## config.mk

```make
export PLATFORM = sky130hd
export DESIGN_NAME = fetch_unit
export DESIGN_NICKNAME = d
export VERILOG_FILES = /design/src/verilog/fetch_pkg.sv /design/src/verilog/fetch_group_collect.sv /design/src/verilog/fetch_lane.sv /design/src/verilog/fetch_pc_gen.sv /design/src/verilog/fetch_stage.sv /design/src/verilog/fetch_unit.sv
export SDC_FILE = /design/constraint.sdc
export NUM_CORES = 1
export LEC_CHECK = 0
export ABC_AREA = 1
export BUFFER_PORTS_ARGS = -buffer_cell sky130_fd_sc_hd__buf_4
export CAP_MARGIN = 20
export CORE_ASPECT_RATIO = 1.75
export CORE_MARGIN = 2
export CORE_UTILIZATION = 45
export CTS_CLUSTER_SIZE = 24
export DETAILED_ROUTE_END_ITERATION = 6
export PLACE_DENSITY_LB_ADDON = 0.1
export SYNTH_ARGS = -nofsm -noshare
export SYNTH_HDL_FRONTEND = slang
export SYNTH_SLANG_ARGS = --single-unit
```

## constraint.sdc

```tcl
create_clock -name clk -period 6.75 [get_ports clk]
set_input_delay 1.35 -clock clk [delete_from_list [all_inputs] [get_ports clk]]
set_output_delay 1.35 -clock clk [all_outputs]
set_load 0.1 [all_outputs]
```

## src/verilog/fetch_pkg.sv

```systemverilog
package fetch_pkg;

	// ==========================================================
	// Datapath widths
	// ==========================================================

	// Width of a fetch address in bits
	localparam int PC_W = 32;

	// Every instruction is one 32-bit word
	localparam int INSN_W = 32;

	// Bytes per instruction word, used for address stepping
	localparam int WORD_BYTES = 4;

	// Branch number width, the counter simply wraps
	localparam int BNO_W = 4;

	// Width of the major opcode field at the bottom of a word
	localparam int OPC_W = 7;

	// ==========================================================
	// Constants
	// ==========================================================

	// Fetch restarts here after reset, word aligned
	localparam logic [PC_W-1:0] RST_PC = 32'h0000_0100;

	// Encoding shown on lanes that carry no instruction
	localparam logic [INSN_W-1:0] OP_NOP = 32'h0000_0013;

	// Major opcode that predecode flags as a branch
	localparam logic [OPC_W-1:0] OPC_BRANCH = 7'b110_0011;

	// Fetch stays off for this many cycles once reset drops
	localparam int STARTUP_CYCLES = 4;

endpackage

```

## src/verilog/fetch_group_collect.sv

```systemverilog
module fetch_group_collect
	import fetch_pkg::*;
#(
	parameter int LANES = 4
) (
	input  logic                        clk,
	input  logic                        rst,
	input  logic [BNO_W-1:0]            cur_bno_i,
	input  logic [LANES*INSN_W-1:0]     lane_insn_i,
	input  logic [LANES*PC_W-1:0]       lane_pc_i,
	input  logic [LANES-1:0]            lane_valid_i,
	input  logic [BNO_W-1:0]            lane_bno_i,
	input  logic [LANES-1:0]            lane_branch_i,
	output logic [LANES*INSN_W-1:0]     group_insn_o,
	output logic [LANES*PC_W-1:0]       group_pc_o,
	output logic [LANES-1:0]            group_branch_o,
	output logic [$clog2(LANES+1)-1:0]  group_count_o,
	output logic                        group_valid_o
);

	localparam int CNT_W = $clog2(LANES + 1);

	logic [CNT_W-1:0]          lane_count;
	logic [CNT_W-1:0]          count_q;
	logic [LANES*INSN_W-1:0]   insn_q;
	logic [LANES*PC_W-1:0]     pc_q;
	logic [LANES-1:0]          branch_q;
	logic [BNO_W-1:0]          bno_q;

	// ==========================================================
	// Lane count
	// ==========================================================

	// Population count over the lane valid bits
	always_comb begin
		lane_count = '0;
		for (int i = 0; i < LANES; i++) begin
			lane_count = lane_count + CNT_W'(lane_valid_i[i]);
		end
	end

	// ==========================================================
	// Output group register
	// ==========================================================

	// An empty group leaves a zero count, which also means no group
	always_ff @(posedge clk) begin
		if (rst) begin
			count_q <= '0;
			branch_q <= '0;
		end else begin
			count_q <= lane_count;
			branch_q <= lane_branch_i;
		end
	end

	always_ff @(posedge clk) begin
		insn_q <= lane_insn_i;
		pc_q <= lane_pc_i;
		bno_q <= lane_bno_i;
	end

	assign group_insn_o = insn_q;
	assign group_pc_o = pc_q;
	assign group_branch_o = branch_q;
	assign group_count_o = count_q;

	// ==========================================================
	// Stomp
	// ==========================================================

	// The tag is checked against the live branch number after the register,
	// so a redirect kills every older group still inside the pipe
	assign group_valid_o = (count_q != '0) && (bno_q == cur_bno_i);

	// Valid lanes always fill from lane 0 upward with no holes
	property p_valid_prefix;
		@(posedge clk) disable iff (rst)
		(lane_valid_i & (lane_valid_i + LANES'(1))) == '0;
	endproperty
	a_valid_prefix: assert property (p_valid_prefix);

endmodule

```

## src/verilog/fetch_lane.sv

```systemverilog
module fetch_lane
	import fetch_pkg::*;
(
	input  logic              clk,
	input  logic              rst,
	input  logic [INSN_W-1:0] insn_i,
	input  logic [PC_W-1:0]   pc_i,
	input  logic              valid_i,
	input  logic [BNO_W-1:0]  bno_i,
	output logic [INSN_W-1:0] insn_o,
	output logic [PC_W-1:0]   pc_o,
	output logic              valid_o,
	output logic [BNO_W-1:0]  bno_o,
	output logic              branch_o
);

	logic [INSN_W-1:0] insn_q;
	logic [PC_W-1:0]   pc_q;
	logic [BNO_W-1:0]  bno_q;
	logic              valid_q;
	logic              branch_q;
	logic              is_branch;

	// ==========================================================
	// Predecode
	// ==========================================================

	// Only the major opcode is looked at here, an empty lane never flags
	assign is_branch = valid_i && (insn_i[OPC_W-1:0] == OPC_BRANCH);

	// ==========================================================
	// Lane register
	// ==========================================================

	always_ff @(posedge clk) begin
		if (rst) begin
			valid_q <= 1'b0;
			branch_q <= 1'b0;
		end else begin
			valid_q <= valid_i;
			branch_q <= is_branch;
		end
	end

	// Word, address and tag follow the valid bit without a reset
	always_ff @(posedge clk) begin
		insn_q <= insn_i;
		pc_q <= pc_i;
		bno_q <= bno_i;
	end

	// Empty lanes present a no-op so later stages see harmless code
	assign insn_o = valid_q ? insn_q : OP_NOP;
	assign pc_o = pc_q;
	assign valid_o = valid_q;
	assign bno_o = bno_q;
	assign branch_o = branch_q;

endmodule

```

## src/verilog/fetch_pc_gen.sv

```systemverilog
module fetch_pc_gen
	import fetch_pkg::*;
#(
	parameter int LANES = 4,
	parameter int LINE_WORDS = 8
) (
	input  logic             clk,
	input  logic             rst,
	input  logic             en_i,
	input  logic             ihit_i,
	input  logic             nmi_i,
	input  logic             redirect_i,
	input  logic [PC_W-1:0]  redirect_pc_i,
	output logic [PC_W-1:0]  fetch_pc_o,
	output logic             take_o,
	output logic [BNO_W-1:0] cur_bno_o
);

	// Position of the word index inside the byte address
	localparam int OFF_LSB = $clog2(WORD_BYTES);
	localparam int OFF_W = $clog2(LINE_WORDS);
	// Wide enough to hold a full line's worth of words
	localparam int ADV_W = $clog2(LINE_WORDS + 1);
	localparam int CNT_W = $clog2(STARTUP_CYCLES + 1);

	logic [PC_W-1:0]  fetch_pc_q;
	logic [BNO_W-1:0] bno_q;
	logic [CNT_W-1:0] startup_cnt_q;
	logic             startup_done;
	logic [OFF_W-1:0] word_off;
	logic [ADV_W-1:0] words_left;
	logic [ADV_W-1:0] advance;

	// ==========================================================
	// Group advance
	// ==========================================================

	// Word slot of the current address within its cache line
	assign word_off = fetch_pc_q[OFF_LSB +: OFF_W];
	assign words_left = ADV_W'(LINE_WORDS) - ADV_W'(word_off);

	// A group stops at the line end, so near the end it is short
	assign advance = (words_left < ADV_W'(LANES)) ? words_left : ADV_W'(LANES);

	// ==========================================================
	// Startup window and take decision
	// ==========================================================

	// Counts up once after reset and then parks at the limit
	always_ff @(posedge clk) begin
		if (rst) begin
			startup_cnt_q <= '0;
		end else if (!startup_done) begin
			startup_cnt_q <= startup_cnt_q + 1'b1;
		end
	end

	assign startup_done = (startup_cnt_q == CNT_W'(STARTUP_CYCLES));

	// A miss or a pending interrupt leaves the cycle empty
	assign take_o = en_i && ihit_i && !nmi_i && startup_done;

	// ==========================================================
	// Address and branch number
	// ==========================================================

	// A redirect wins over a take in the same cycle, and the new branch
	// number makes the group taken alongside it stale
	always_ff @(posedge clk) begin
		if (rst) begin
			fetch_pc_q <= RST_PC;
			bno_q <= BNO_W'(1);
		end else if (redirect_i) begin
			fetch_pc_q <= redirect_pc_i;
			bno_q <= bno_q + 1'b1;
		end else if (take_o) begin
			fetch_pc_q <= fetch_pc_q + (PC_W'(advance) << OFF_LSB);
		end
	end

	assign fetch_pc_o = fetch_pc_q;
	assign cur_bno_o = bno_q;

	// An interrupt cycle takes nothing and the address holds over the edge
	property p_nmi_holds_fetch;
		@(posedge clk) disable iff (rst)
		(nmi_i && !redirect_i) |-> !take_o ##1 $stable(fetch_pc_o);
	endproperty
	a_nmi_holds_fetch: assert property (p_nmi_holds_fetch);

endmodule

```

## src/verilog/fetch_stage.sv

```systemverilog
module fetch_stage
	import fetch_pkg::*;
#(
	parameter int LANES = 4,
	parameter int LINE_WORDS = 8
) (
	input  logic                         clk,
	input  logic                         rst,
	input  logic                         take_i,
	input  logic [PC_W-1:0]              fetch_pc_i,
	input  logic [BNO_W-1:0]             cur_bno_i,
	input  logic [LINE_WORDS*INSN_W-1:0] ic_line_i,
	output logic [LANES*INSN_W-1:0]      lane_insn_o,
	output logic [LANES*PC_W-1:0]        lane_pc_o,
	output logic [LANES-1:0]             lane_valid_o,
	output logic [BNO_W-1:0]             grp_bno_o
);

	localparam int OFF_LSB = $clog2(WORD_BYTES);
	localparam int OFF_W = $clog2(LINE_WORDS);

	logic [OFF_W-1:0]          word_off;
	logic [LANES*INSN_W-1:0]   rot_words;
	logic [LANES-1:0]          valid_mask;

	// Registered group
	logic [LANES*INSN_W-1:0]   insn_q;
	logic [PC_W-1:0]           pc_q;
	logic [BNO_W-1:0]          bno_q;
	logic [LANES-1:0]          valid_q;

	// Word slot of the fetch address within the line
	assign word_off = fetch_pc_i[OFF_LSB +: OFF_W];

	// ==========================================================
	// Rotation and lane mask
	// ==========================================================

	for (genvar i = 0; i < LANES; i++) begin : g_lane_sel
		logic [OFF_W-1:0] src_idx;

		// Index wraps inside the line, the mask below hides wrapped words
		assign src_idx = word_off + OFF_W'(i);
		assign rot_words[i*INSN_W +: INSN_W] = ic_line_i[src_idx*INSN_W +: INSN_W];

		// Lane is real only while it still falls inside the line
		assign valid_mask[i] = (int'(word_off) + i) < LINE_WORDS;

		// Each lane sits one word further on from the group address
		assign lane_pc_o[i*PC_W +: PC_W] = pc_q + PC_W'(i * WORD_BYTES);
	end

	// ==========================================================
	// Group register
	// ==========================================================

	// An idle cycle sends an empty group down the pipe
	always_ff @(posedge clk) begin
		if (rst) begin
			valid_q <= '0;
		end else begin
			valid_q <= take_i ? valid_mask : '0;
		end
	end

	// Payload only loads with a real group
	always_ff @(posedge clk) begin
		if (take_i) begin
			insn_q <= rot_words;
			pc_q <= fetch_pc_i;
			bno_q <= cur_bno_i;
		end
	end

	assign lane_insn_o = insn_q;
	assign lane_valid_o = valid_q;
	assign grp_bno_o = bno_q;

	// Any taken group carries at least its addressed word in lane 0
	property p_lane0_after_take;
		@(posedge clk) disable iff (rst)
		$past(take_i) |-> lane_valid_o[0];
	endproperty
	a_lane0_after_take: assert property (p_lane0_after_take);

endmodule

```

## src/verilog/fetch_unit.sv

```systemverilog
module fetch_unit
	import fetch_pkg::*;
#(
	parameter int LANES = 4,
	parameter int LINE_WORDS = 8
) (
	input  logic                         clk,
	input  logic                         rst,
	input  logic                         en_i,
	input  logic                         ihit_i,
	input  logic                         nmi_i,
	input  logic                         redirect_i,
	input  logic [PC_W-1:0]              redirect_pc_i,
	input  logic [LINE_WORDS*INSN_W-1:0] ic_line_i,
	output logic [PC_W-1:0]              fetch_pc_o,
	output logic [LANES*INSN_W-1:0]      group_insn_o,
	output logic [LANES*PC_W-1:0]        group_pc_o,
	output logic [LANES-1:0]             group_branch_o,
	output logic [$clog2(LANES+1)-1:0]   group_count_o,
	output logic                         group_valid_o
);

	// Address generator to fetch stage
	logic                    take;
	logic [BNO_W-1:0]        cur_bno;

	// Fetch stage to lanes
	logic [LANES*INSN_W-1:0] st_insn;
	logic [LANES*PC_W-1:0]   st_pc;
	logic [LANES-1:0]        st_valid;
	logic [BNO_W-1:0]        st_bno;

	// Lanes to collector
	logic [LANES*INSN_W-1:0] ln_insn;
	logic [LANES*PC_W-1:0]   ln_pc;
	logic [LANES-1:0]        ln_valid;
	logic [LANES*BNO_W-1:0]  ln_bno;
	logic [LANES-1:0]        ln_branch;

	fetch_pc_gen #(
		.LANES      (LANES),
		.LINE_WORDS (LINE_WORDS)
	) u_pc_gen (
		.clk           (clk),
		.rst           (rst),
		.en_i          (en_i),
		.ihit_i        (ihit_i),
		.nmi_i         (nmi_i),
		.redirect_i    (redirect_i),
		.redirect_pc_i (redirect_pc_i),
		.fetch_pc_o    (fetch_pc_o),
		.take_o        (take),
		.cur_bno_o     (cur_bno)
	);

	fetch_stage #(
		.LANES      (LANES),
		.LINE_WORDS (LINE_WORDS)
	) u_stage (
		.clk          (clk),
		.rst          (rst),
		.take_i       (take),
		.fetch_pc_i   (fetch_pc_o),
		.cur_bno_i    (cur_bno),
		.ic_line_i    (ic_line_i),
		.lane_insn_o  (st_insn),
		.lane_pc_o    (st_pc),
		.lane_valid_o (st_valid),
		.grp_bno_o    (st_bno)
	);

	// One predecode register per lane
	for (genvar i = 0; i < LANES; i++) begin : g_lane
		fetch_lane u_lane (
			.clk      (clk),
			.rst      (rst),
			.insn_i   (st_insn[i*INSN_W +: INSN_W]),
			.pc_i     (st_pc[i*PC_W +: PC_W]),
			.valid_i  (st_valid[i]),
			.bno_i    (st_bno),
			.insn_o   (ln_insn[i*INSN_W +: INSN_W]),
			.pc_o     (ln_pc[i*PC_W +: PC_W]),
			.valid_o  (ln_valid[i]),
			.bno_o    (ln_bno[i*BNO_W +: BNO_W]),
			.branch_o (ln_branch[i])
		);
	end

	// All lanes share one tag, lane 0 speaks for the group
	fetch_group_collect #(
		.LANES (LANES)
	) u_collect (
		.clk            (clk),
		.rst            (rst),
		.cur_bno_i      (cur_bno),
		.lane_insn_i    (ln_insn),
		.lane_pc_i      (ln_pc),
		.lane_valid_i   (ln_valid),
		.lane_bno_i     (ln_bno[BNO_W-1:0]),
		.lane_branch_i  (ln_branch),
		.group_insn_o   (group_insn_o),
		.group_pc_o     (group_pc_o),
		.group_branch_o (group_branch_o),
		.group_count_o  (group_count_o),
		.group_valid_o  (group_valid_o)
	);

endmodule
```

==> results.cfg, run 1 <==
[status]
status = complete, no violations

[cts]
postCtsSetupBuffers = 0
clockBufferDepth = 3
cts_made_buffers = 66
clk_pin_slew_ps = 70
root_buffer = clkbuf_16
cts_max_level = 3
hold_buffers = 0
clock_sinks = 726
ctsResizeCount = 0
cts_tree = built
clock_latency_ps = 630

[die]
core_region_area_um2 = 61000
die_x_um = 191
rows = 120
initial_core_util_pct = 45.2
io_pins = 590
die_h_um = 331
dieArea_um2 = 63300

[finish]
areaGrowthSynthToFinish_pct = 26.0
fin_nets = 3691
fin_util_pct = 57.0
final_cell_area_um2 = 34700
drive_above_1_share_pct = 23.1
seq_area_um2 = 16200
fillers = 5552
multiInputGateArea_um2 = 9610

[routing]
vias = 22170
drc = 0
wirelength_um = 96800
drt-initial-drc-count = 1900
via_per_inst = 5.24
postRouteAntennaNets = 0
drtPass1Iterations = 6
routedWlPerCell_um = 22.9

[timing]
final-hold-violation-count = 0
final.period_utilization_pct = 60.4
slew-limit-headroom_pct = 28.1
period_minus_slack_ps = 4070
slew_violations = 0
grt_setup_unrepaired = no
setup_tns_ps = 0
skew_ps = 15.1
fmax_mhz = 245
setup_violations = 0
tightest_slew_ps = 1080

[synthesis]
ys_seq_area_share_pct = 58.7
ys_seq_elements = 726
synth-compound-area-share_pct = 10.4
synth_top_family_by_area = simple AND/OR/NAND/NOR gates
synth.distinct_cells = 50
synth_common_cells = 562 x dfxtp_1, 472 x nand2_1, 281 x nor2_1, 281 x o21ai_0, 275 x inv_1
synthAdderAreaFrac_pct = 0.799
synth-edff-count = 164
muxShareOfSynthArea_pct = 6.64
avgSynthCellArea_um2 = 9.63
syn_nets = 3174
netlist_area_um2 = 27600
synthFlopType = dfxtp_1
ys.warnings.count = 0
yosysTopAreaCellShare_pct = 40.8
synth_top_cell_by_area = dfxtp_1
yosys-top-cells-area = dfxtp_1 41%, edfxtp_1 18%, mux2i_1 6.6%
synthesis.instances = 2863
ys_async_sr_fraction_pct = 0
synth_xor_area_share_pct = 2.85
synth_most_common_cell = dfxtp_1
synthSimpleGateAreaFrac_pct = 14.0

[global_route]
overflow = 0
grt_antenna_before_repair = 5
track_usage_pct = 29.9
grt_max_degree = 133
grt_pass1_vias = 22020
grt_pass1_wl_um = 140000

[worst_hold_path]
hp-class = flip-flop to flip-flop

[power_and_ir_drop]
power.leakage_uw = 0.0156
power.density_nw_per_um2 = 285
ir_drop_v = 0.000237
power_uw = 9900

[worst_setup_path]
required_ps = 7240
endpoint_kind = flip-flop
critPathKind = flip-flop to flip-flop
worst_setup_path_start_kind = flip-flop
crit_fanout = 67
crit_arrival_ps = 4560

[run]
cap_violations = 0

[placed_design]
place_hpwl_um = 73500
placed_cell_area_um2 = 32500
port_buffers = 589
gp_congestion = 0.982
==> worst max-delay path, cell delays in order, from the launching register on <==
cell and delay [ps]:
dfxtp_4 750, inv_4 370, ha_4 820, clkinv_2 830, buf_4 590, o21ai_0 270
o22a_1 200
==> state kept, by name, summed over array words and instances, names as in the netlist, 32 cells and up <==
register                count
g_lane.u_lane.pc_o        120
u_collect.group_insn_o    128
g_lane.u_lane.insn_q      128
u_pc_gen.fetch_pc_o        32
u_collect.group_pc_o      120
u_stage.pc_q               32
u_stage.lane_insn_o       128
==> where the power goes <==
group / total, uW / switching, uW / internal (uW)
clock network: 3860 / 1750 / 2110
registers: 4670 / 84.3 / 4580
logic: 1380 / 918 / 457
==> logic make-up after synthesis <==
logic type / count (synthesis)
AO/OA/AOI/OAI: 483
XOR/XNOR: 89
adder cells (fa/ha/maj): 17
buffers and inverters: 449
flip-flops: 726
multiplexers: 183
other: 1
AND/OR/NAND/NOR: 915
==> layout by cell type (no fill, tap or decap), drive strengths merged, types with 63 or more instances in the layout <==
master  instances
inv           295
o21ai         286
buf           610
clkbuf         88
mux2i         183
nand2         489
dfxtp         562
a21oi          63
o22a           70
xor2           81
nor2          295
edfxtp        164
==> final timing paths <==
| kind | startpoint | to | slack, ps | depth (start not counted) |
|---|---|---|---|---|
| max | u_pc_gen.fetch_pc_o[2] | u_stage.lane_insn_o[111] | 2680 | 6 |
| min | g_lane[1].u_lane.pc_o[30] | u_collect.group_pc_o[62] | 330 | 0 |
| max reg2reg | u_pc_gen.fetch_pc_o[2] | u_stage.lane_insn_o[111] | 2680 | 6 |
| min reg2reg | g_lane[1].u_lane.pc_o[30] | u_collect.group_pc_o[62] | 330 | 0 |
==> cell type report <==
type                            instances  area share, %
Inverter                              288           3.14
Antenna cell                            5         0.0360
Multi-Input combinational cell       1688           27.7
Tap cell                              793           2.86
Sequential cell                       726           46.6
Timing Repair Buffer                  610           13.3
Clock buffer                           88           5.47
Clock inverter                         32          0.919
==> routing by layer <==
metal | routed length [um] | vias to the layer above | global-route usage [%] | share of wire (%)
met1 | 37600 | 10431 | 36.3 | 39
li1 | - | 10440 | - | -
met5 | 0 | - | 0 | 0
met2 | 47800 | 1114 | 51.9 | 49
met4 | 4550 | 0 | 13.6 | 4.7
met3 | 6910 | 185 | 4.47 | 7.1
==> metrics by stage <==
stage               hold slack [ps]  instances  worst slack [ps]
floorplan                       310       2863              1380
global placement                312       4103              2900
detailed placement              312       4105              2720
CTS                             325       4225              2730
global route                    329       4228              2440
finish                          327       4230              2680
No activity file was read; power rests on OpenSTA's default activity.
==> run 2: changes to the inputs <==
--- a/config.mk
+++ b/config.mk
@@ -5,7 +5,7 @@
 export SDC_FILE = /design/constraint.sdc
 export NUM_CORES = 1
 export LEC_CHECK = 0
-export ABC_AREA = 1
+export ABC_AREA = 0
 export BUFFER_PORTS_ARGS = -buffer_cell sky130_fd_sc_hd__buf_4
 export CAP_MARGIN = 20
 export CORE_ASPECT_RATIO = 1.75
==> constraint.sdc (replaced) <==
create_clock -name clk -period 4.25 [get_ports clk]
set_input_delay 0.85 -clock clk [delete_from_list [all_inputs] [get_ports clk]]
set_output_delay 0.85 -clock clk [all_outputs]
set_load 0.1 [all_outputs]
==> results.cfg, run 2 <==
[die]
die_x_um = 188
initial_core_util_pct = 45.7
rows = 117
die_h_um = 326
core_region_area_um2 = 58300
io_pins = 590
dieArea_um2 = 61200

[cts]
cts_max_level = 2
clk_pin_slew_ps = 70
cts_made_buffers = 60
clock_sinks = 726
postCtsSetupBuffers = 0
ctsResizeCount = 0
hold_buffers = 0
root_buffer = clkbuf_16
clockBufferDepth = 3
clock_latency_ps = 630
cts_tree = built

[worst_hold_path]
hp-class = flip-flop to flip-flop
whs_path_depth = 0

[finish]
final_cell_mix = 604 x buf_4, 556 x dfxtp_1, 256 x mux2_2
drive_above_1_share_pct = 46.2
instances_no_fill = 3225
fin_nets = 2703
final_common_cell = buf_4
areaGrowthSynthToFinish_pct = 26.8

[power_and_ir_drop]
power.leakage_uw = 0.0136
power.switching_uw = 3400
p_int_uw = 10900
power_frac_clock_pct = 38.8
power.density_nw_per_um2 = 425
power_uw = 14300
ir_drop_v = 0.000347
pwr-share-comb_pct = 10.9
seq_power_share_pct = 50.3
p_sw_share_pct = 23.7

[global_route]
grt_pass1_vias = 17648
track_usage_pct = 24.5
grt_pass1_wl_um = 110000
grt_antenna_before_repair = 8
grt_max_degree = 190
overflow = 0

[worst_setup_path]
cp_cell_sequence = buf_4 > buf_4
path_depth = 2
path_buf_inv = 2
crit_family = buffers and inverters
critPathKind = flip-flop to output pin
r2r.worst_path.cells = 6
worst_setup_path_start_kind = flip-flop
max_stage_delay_ps = 680
crit_top_cell = buf_4
crit_fanout = 41
crit_arrival_ps = 2110
required_ps = 3400
slowest_stage = buf_4
endpoint_kind = output pin

[synthesis]
ys_async_sr_fraction_pct = 0
synth-edff-count = 164
synth_common_cells = 562 x dfxtp_1, 256 x mux2_2, 164 x edfxtp_1
synth.distinct_cells = 59
ys_seq_elements = 726
synthFlopType = dfxtp_1
yosys-top-cells-area = dfxtp_1 42%, edfxtp_1 19%, mux2_2 11%
yosysTopAreaCellShare_pct = 42.3
ys.warnings.count = 0
ys_seq_area_share_pct = 60.8
synth_top_cell_by_area = dfxtp_1
synthesis.instances = 1840
synth_most_common_cell = dfxtp_1
syn_nets = 2151
avgSynthCellArea_um2 = 14.5
netlist_area_um2 = 26600

[placed_design]
place_hpwl_um = 56600
gp_congestion = 1.06
port_buffers = 589
dp_cells = 3103

[routing]
via_per_inst = 5.16
wirelength_um = 76100
postRouteAntennaNets = 0
vias = 16652
drtPass1Iterations = 4
drc = 0
drt-initial-drc-count = 688
routedWlPerCell_um = 23.6

[timing]
setup_violations = 0
fmax_mhz = 338
final-hold-violation-count = 0
slew_violations = 0
setup_tns_ps = 0
period_minus_slack_ps = 2960
grt_setup_unrepaired = no
tightest_slew_ps = 1110
skew_ps = 23.4
slew-limit-headroom_pct = 26.1
hold_ws_ps = 324
final.period_utilization_pct = 69.6

[run]
cap_violations = 0

[status]
status = complete, no violations
run 2: cell count changes after synthesis, moves of 37 or more:
cell / previous run / this run
and2_1: 0 / 116
inv_1: 275 / 37
mux2_2: 0 / 256
mux2i_1: 183 / 4
mux4_2: 0 / 128
nand2_1: 472 / 55
nand3_1: 59 / 22
nor2_1: 281 / 42
o21ai_0: 281 / 3
o22a_1: 70 / 1
xnor2_1: 7 / 68
run 2: cells by family after synthesis:
logic type               count (synthesis)  synth area share, %
other                                    1               0.0141
XOR/XNOR                               116                 3.85
adder cells (fa/ha/maj)                 17                0.828
AND/OR/NAND/NOR                        358                 7.79
flip-flops                             726                 60.8
buffers and inverters                  157                 2.62
AO/OA/AOI/OAI                           77                 2.27
multiplexers                           388                 21.8
run 2: per-stage QoR:
stage,util (%),instance area [um2],setup slack [ps]
final,57.9,33700,1290
after global placement,54.4,31700,1180
after global routing,57.9,33700,1180
after floorplan,-,26600,17.4
after detailed placement,54.4,31700,1150
after CTS,57.9,33700,1200
run 2: power groups by stage:
stage | clock [uW] | combinational (uW) | sequential (uW)
2_1_floorplan | 0 | 848 | 7540
5_1_grt | 5940 | 1650 | 7210
4_1_cts | 5680 | 1570 | 7200
3_3_place_gp | 0 | 1530 | 7360
3_5_place_dp | 0 | 1560 | 7360
6_report | 5560 | 1560 | 7200
run 2: cell type report:
class | count | area [um2]
clock inverter | 30 | 259
timing repair buffer | 608 | 4610
fill | 4794 | 24500
inverter | 39 | 150
tap | 773 | 967
antenna | 8 | 20.0
multi-input combinational | 957 | 9790
clock buffer | 84 | 1760
sequential | 726 | 16200
run 2: path summary, 6_finish.rpt:
path / from / endpoint / slack [ps]
setup reg to reg: u_pc_gen.startup_cnt_q[0] / u_stage.lane_insn_o[78] / 1440
hold reg to reg: g_lane[0].u_lane.pc_o[19] / u_collect.group_pc_o[19] / 320
setup / recovery: u_pc_gen.fetch_pc_o[3] / fetch_pc_o[3] / 1290
hold / removal: g_lane[0].u_lane.pc_o[19] / u_collect.group_pc_o[19] / 320
run 2: per-layer routing:
metal / share of wire, % / up-vias / wire length (um) / track usage, %
li1: - / 7680 / - / -
met4: 4.3 / 2 / 3270 / 10.6
met3: 8.2 / 147 / 6250 / 7.01
met1: 34 / 8131 / 25700 / 24.5
met5: 0.014 / - / 11 / 0
met2: 54 / 692 / 40900 / 46.6
==> run 3: changes to the inputs <==
==> constraint.sdc (replaced) <==
create_clock -name clk -period 2.5 [get_ports clk]
set_input_delay 0.5 -clock clk [delete_from_list [all_inputs] [get_ports clk]]
set_output_delay 0.5 -clock clk [all_outputs]
set_load 0.1 [all_outputs]
==> results.cfg, run 3 (synthesis results as in run 2) <==
[die]
dieArea_um2 = 61200
rows = 117
core_region_area_um2 = 58300
io_pins = 590
die_h_um = 326
initial_core_util_pct = 45.7
die_x_um = 188

[global_route]
grt_pass1_vias = 17996
grt_pass1_wl_um = 114000
track_usage_pct = 25.6
overflow = 0
grt_antenna_before_repair = 11
grt_max_degree = 135

[routing]
drc = 0
drt-initial-drc-count = 672
wirelength_um = 79300
drtPass1Iterations = 4
postRouteAntennaNets = 0
routedWlPerCell_um = 24.1
via_per_inst = 5.13
vias = 16862

[finish]
drive_above_1_share_pct = 48.2
fin_nets = 2761
final_cell_mix = 647 x buf_4, 548 x dfxtp_1, 256 x mux2_2
fillers = 4755
final_common_cell = buf_4
final_cell_area_um2 = 34500
instances_no_fill = 3284
areaGrowthSynthToFinish_pct = 29.6

[placed_design]
placed_cell_area_um2 = 32400
dp_cells = 3159
port_buffers = 589
gp_congestion = 0.995
place_hpwl_um = 59200

[cts]
clk_pin_slew_ps = 70
clock_sinks = 726
clockBufferDepth = 3
hold_buffers = 0
root_buffer = clkbuf_16
cts_tree = built
cts_max_level = 2
clock_latency_ps = 610
cts_made_buffers = 61

[timing]
slew_violations = 0
final-hold-violation-count = 0
final.period_utilization_pct = 95.2
period_minus_slack_ps = 2380
setup_tns_ps = 0
skew_ps = 24.9
fmax_mhz = 420
tightest_slew_ps = 800
grt_setup_unrepaired = no
slew-limit-headroom_pct = 46.7
setup_violations = 0

[worst_setup_path]
endpoint_kind = output pin
required_ps = 2000
critPathKind = flip-flop to output pin
worst_setup_path_start_kind = flip-flop
crit_arrival_ps = 1880
crit_fanout = 5
rrSetupSlack_ps = 170

[run]
cap_violations = 0

[status]
status = complete, no violations

[power_and_ir_drop]
power.density_nw_per_um2 = 710
ir_drop_v = 0.000550
power.leakage_uw = 0.0139

[worst_hold_path]
hp-class = input port to flip-flop
[run 3: changes by cell type in the layout (fill, tap and decap cells not counted), sizes merged]
cell | before | now
buf | 608 | 664
clkbuf | 84 | 87
bufinv | 1 | 3
clkinv | 19 | 17
diode | 8 | 9
inv | 45 | 44
[run 3: where the power goes]
part	internal (uW)	switching (uW)	total [uW]
Combinational	1380	1350	2730
Clock	5270	4240	9510
Sequential	12200	99.3	12300
Total	18800	5680	24500
[run 3: cell type report]
| type | count | area (um2) | area share [%] |
|---|---|---|---|
| multi-input combinational | 957 | 9890 | 28.7 |
| clock inverter | 29 | 255 | 0.740 |
| sequential | 726 | 16200 | 47.0 |
| clock buffer | 86 | 1770 | 5.12 |
| antenna | 9 | 22.5 | 0.0653 |
| tap | 773 | 967 | 2.81 |
| timing repair buffer | 665 | 5220 | 15.1 |
| inverter | 39 | 158 | 0.457 |
[run 3: final timing paths]
path | startpoint | end | cells past startpoint
max | u_pc_gen.cur_bno_o[0] | group_valid_o | 4
min | redirect_pc_i[30] | u_pc_gen.fetch_pc_o[30] | 3
max reg2reg | u_pc_gen.fetch_pc_o[2] | u_stage.lane_insn_o[65] | 3
min reg2reg | g_lane[2].u_lane.pc_o[26] | u_collect.group_pc_o[90] | 0
[run 3: metal layers]
metal	global-route usage, %	share of wire, %
met1	24.5	33
met2	49.2	55
met3	7.05	7.2
met4	12.9	5.3
met5	0	0.053
[run 3: repair_timing]
| action | CTS | global route |
|---|---|---|
| gates resized for setup | 1 | 1 |
| endpoints found under the setup margin | 1 | 2 |
| gates cloned | 0 | 1 |
| buffers inserted | 0 | 0 |
[run 3: worst max-delay path: stages, from the launching register on]
cell and delay [ps]:
dfxtp_1 440, xnor2_1 150, o31ai_1 120, nor4_4 280, buf_6 270
[run 3: stage by stage]
step	setup WS (ps)	hold WS [ps]	utilization (%)	total power [uW]
after floorplan	-1370	310	-	14300
after global placement	207	312	55.6	15200
after detailed placement	227	312	55.6	15200
after CTS	22.6	96.8	59.1	24700
after global routing	37.1	113	59.2	25300
final	120	123	59.2	24500
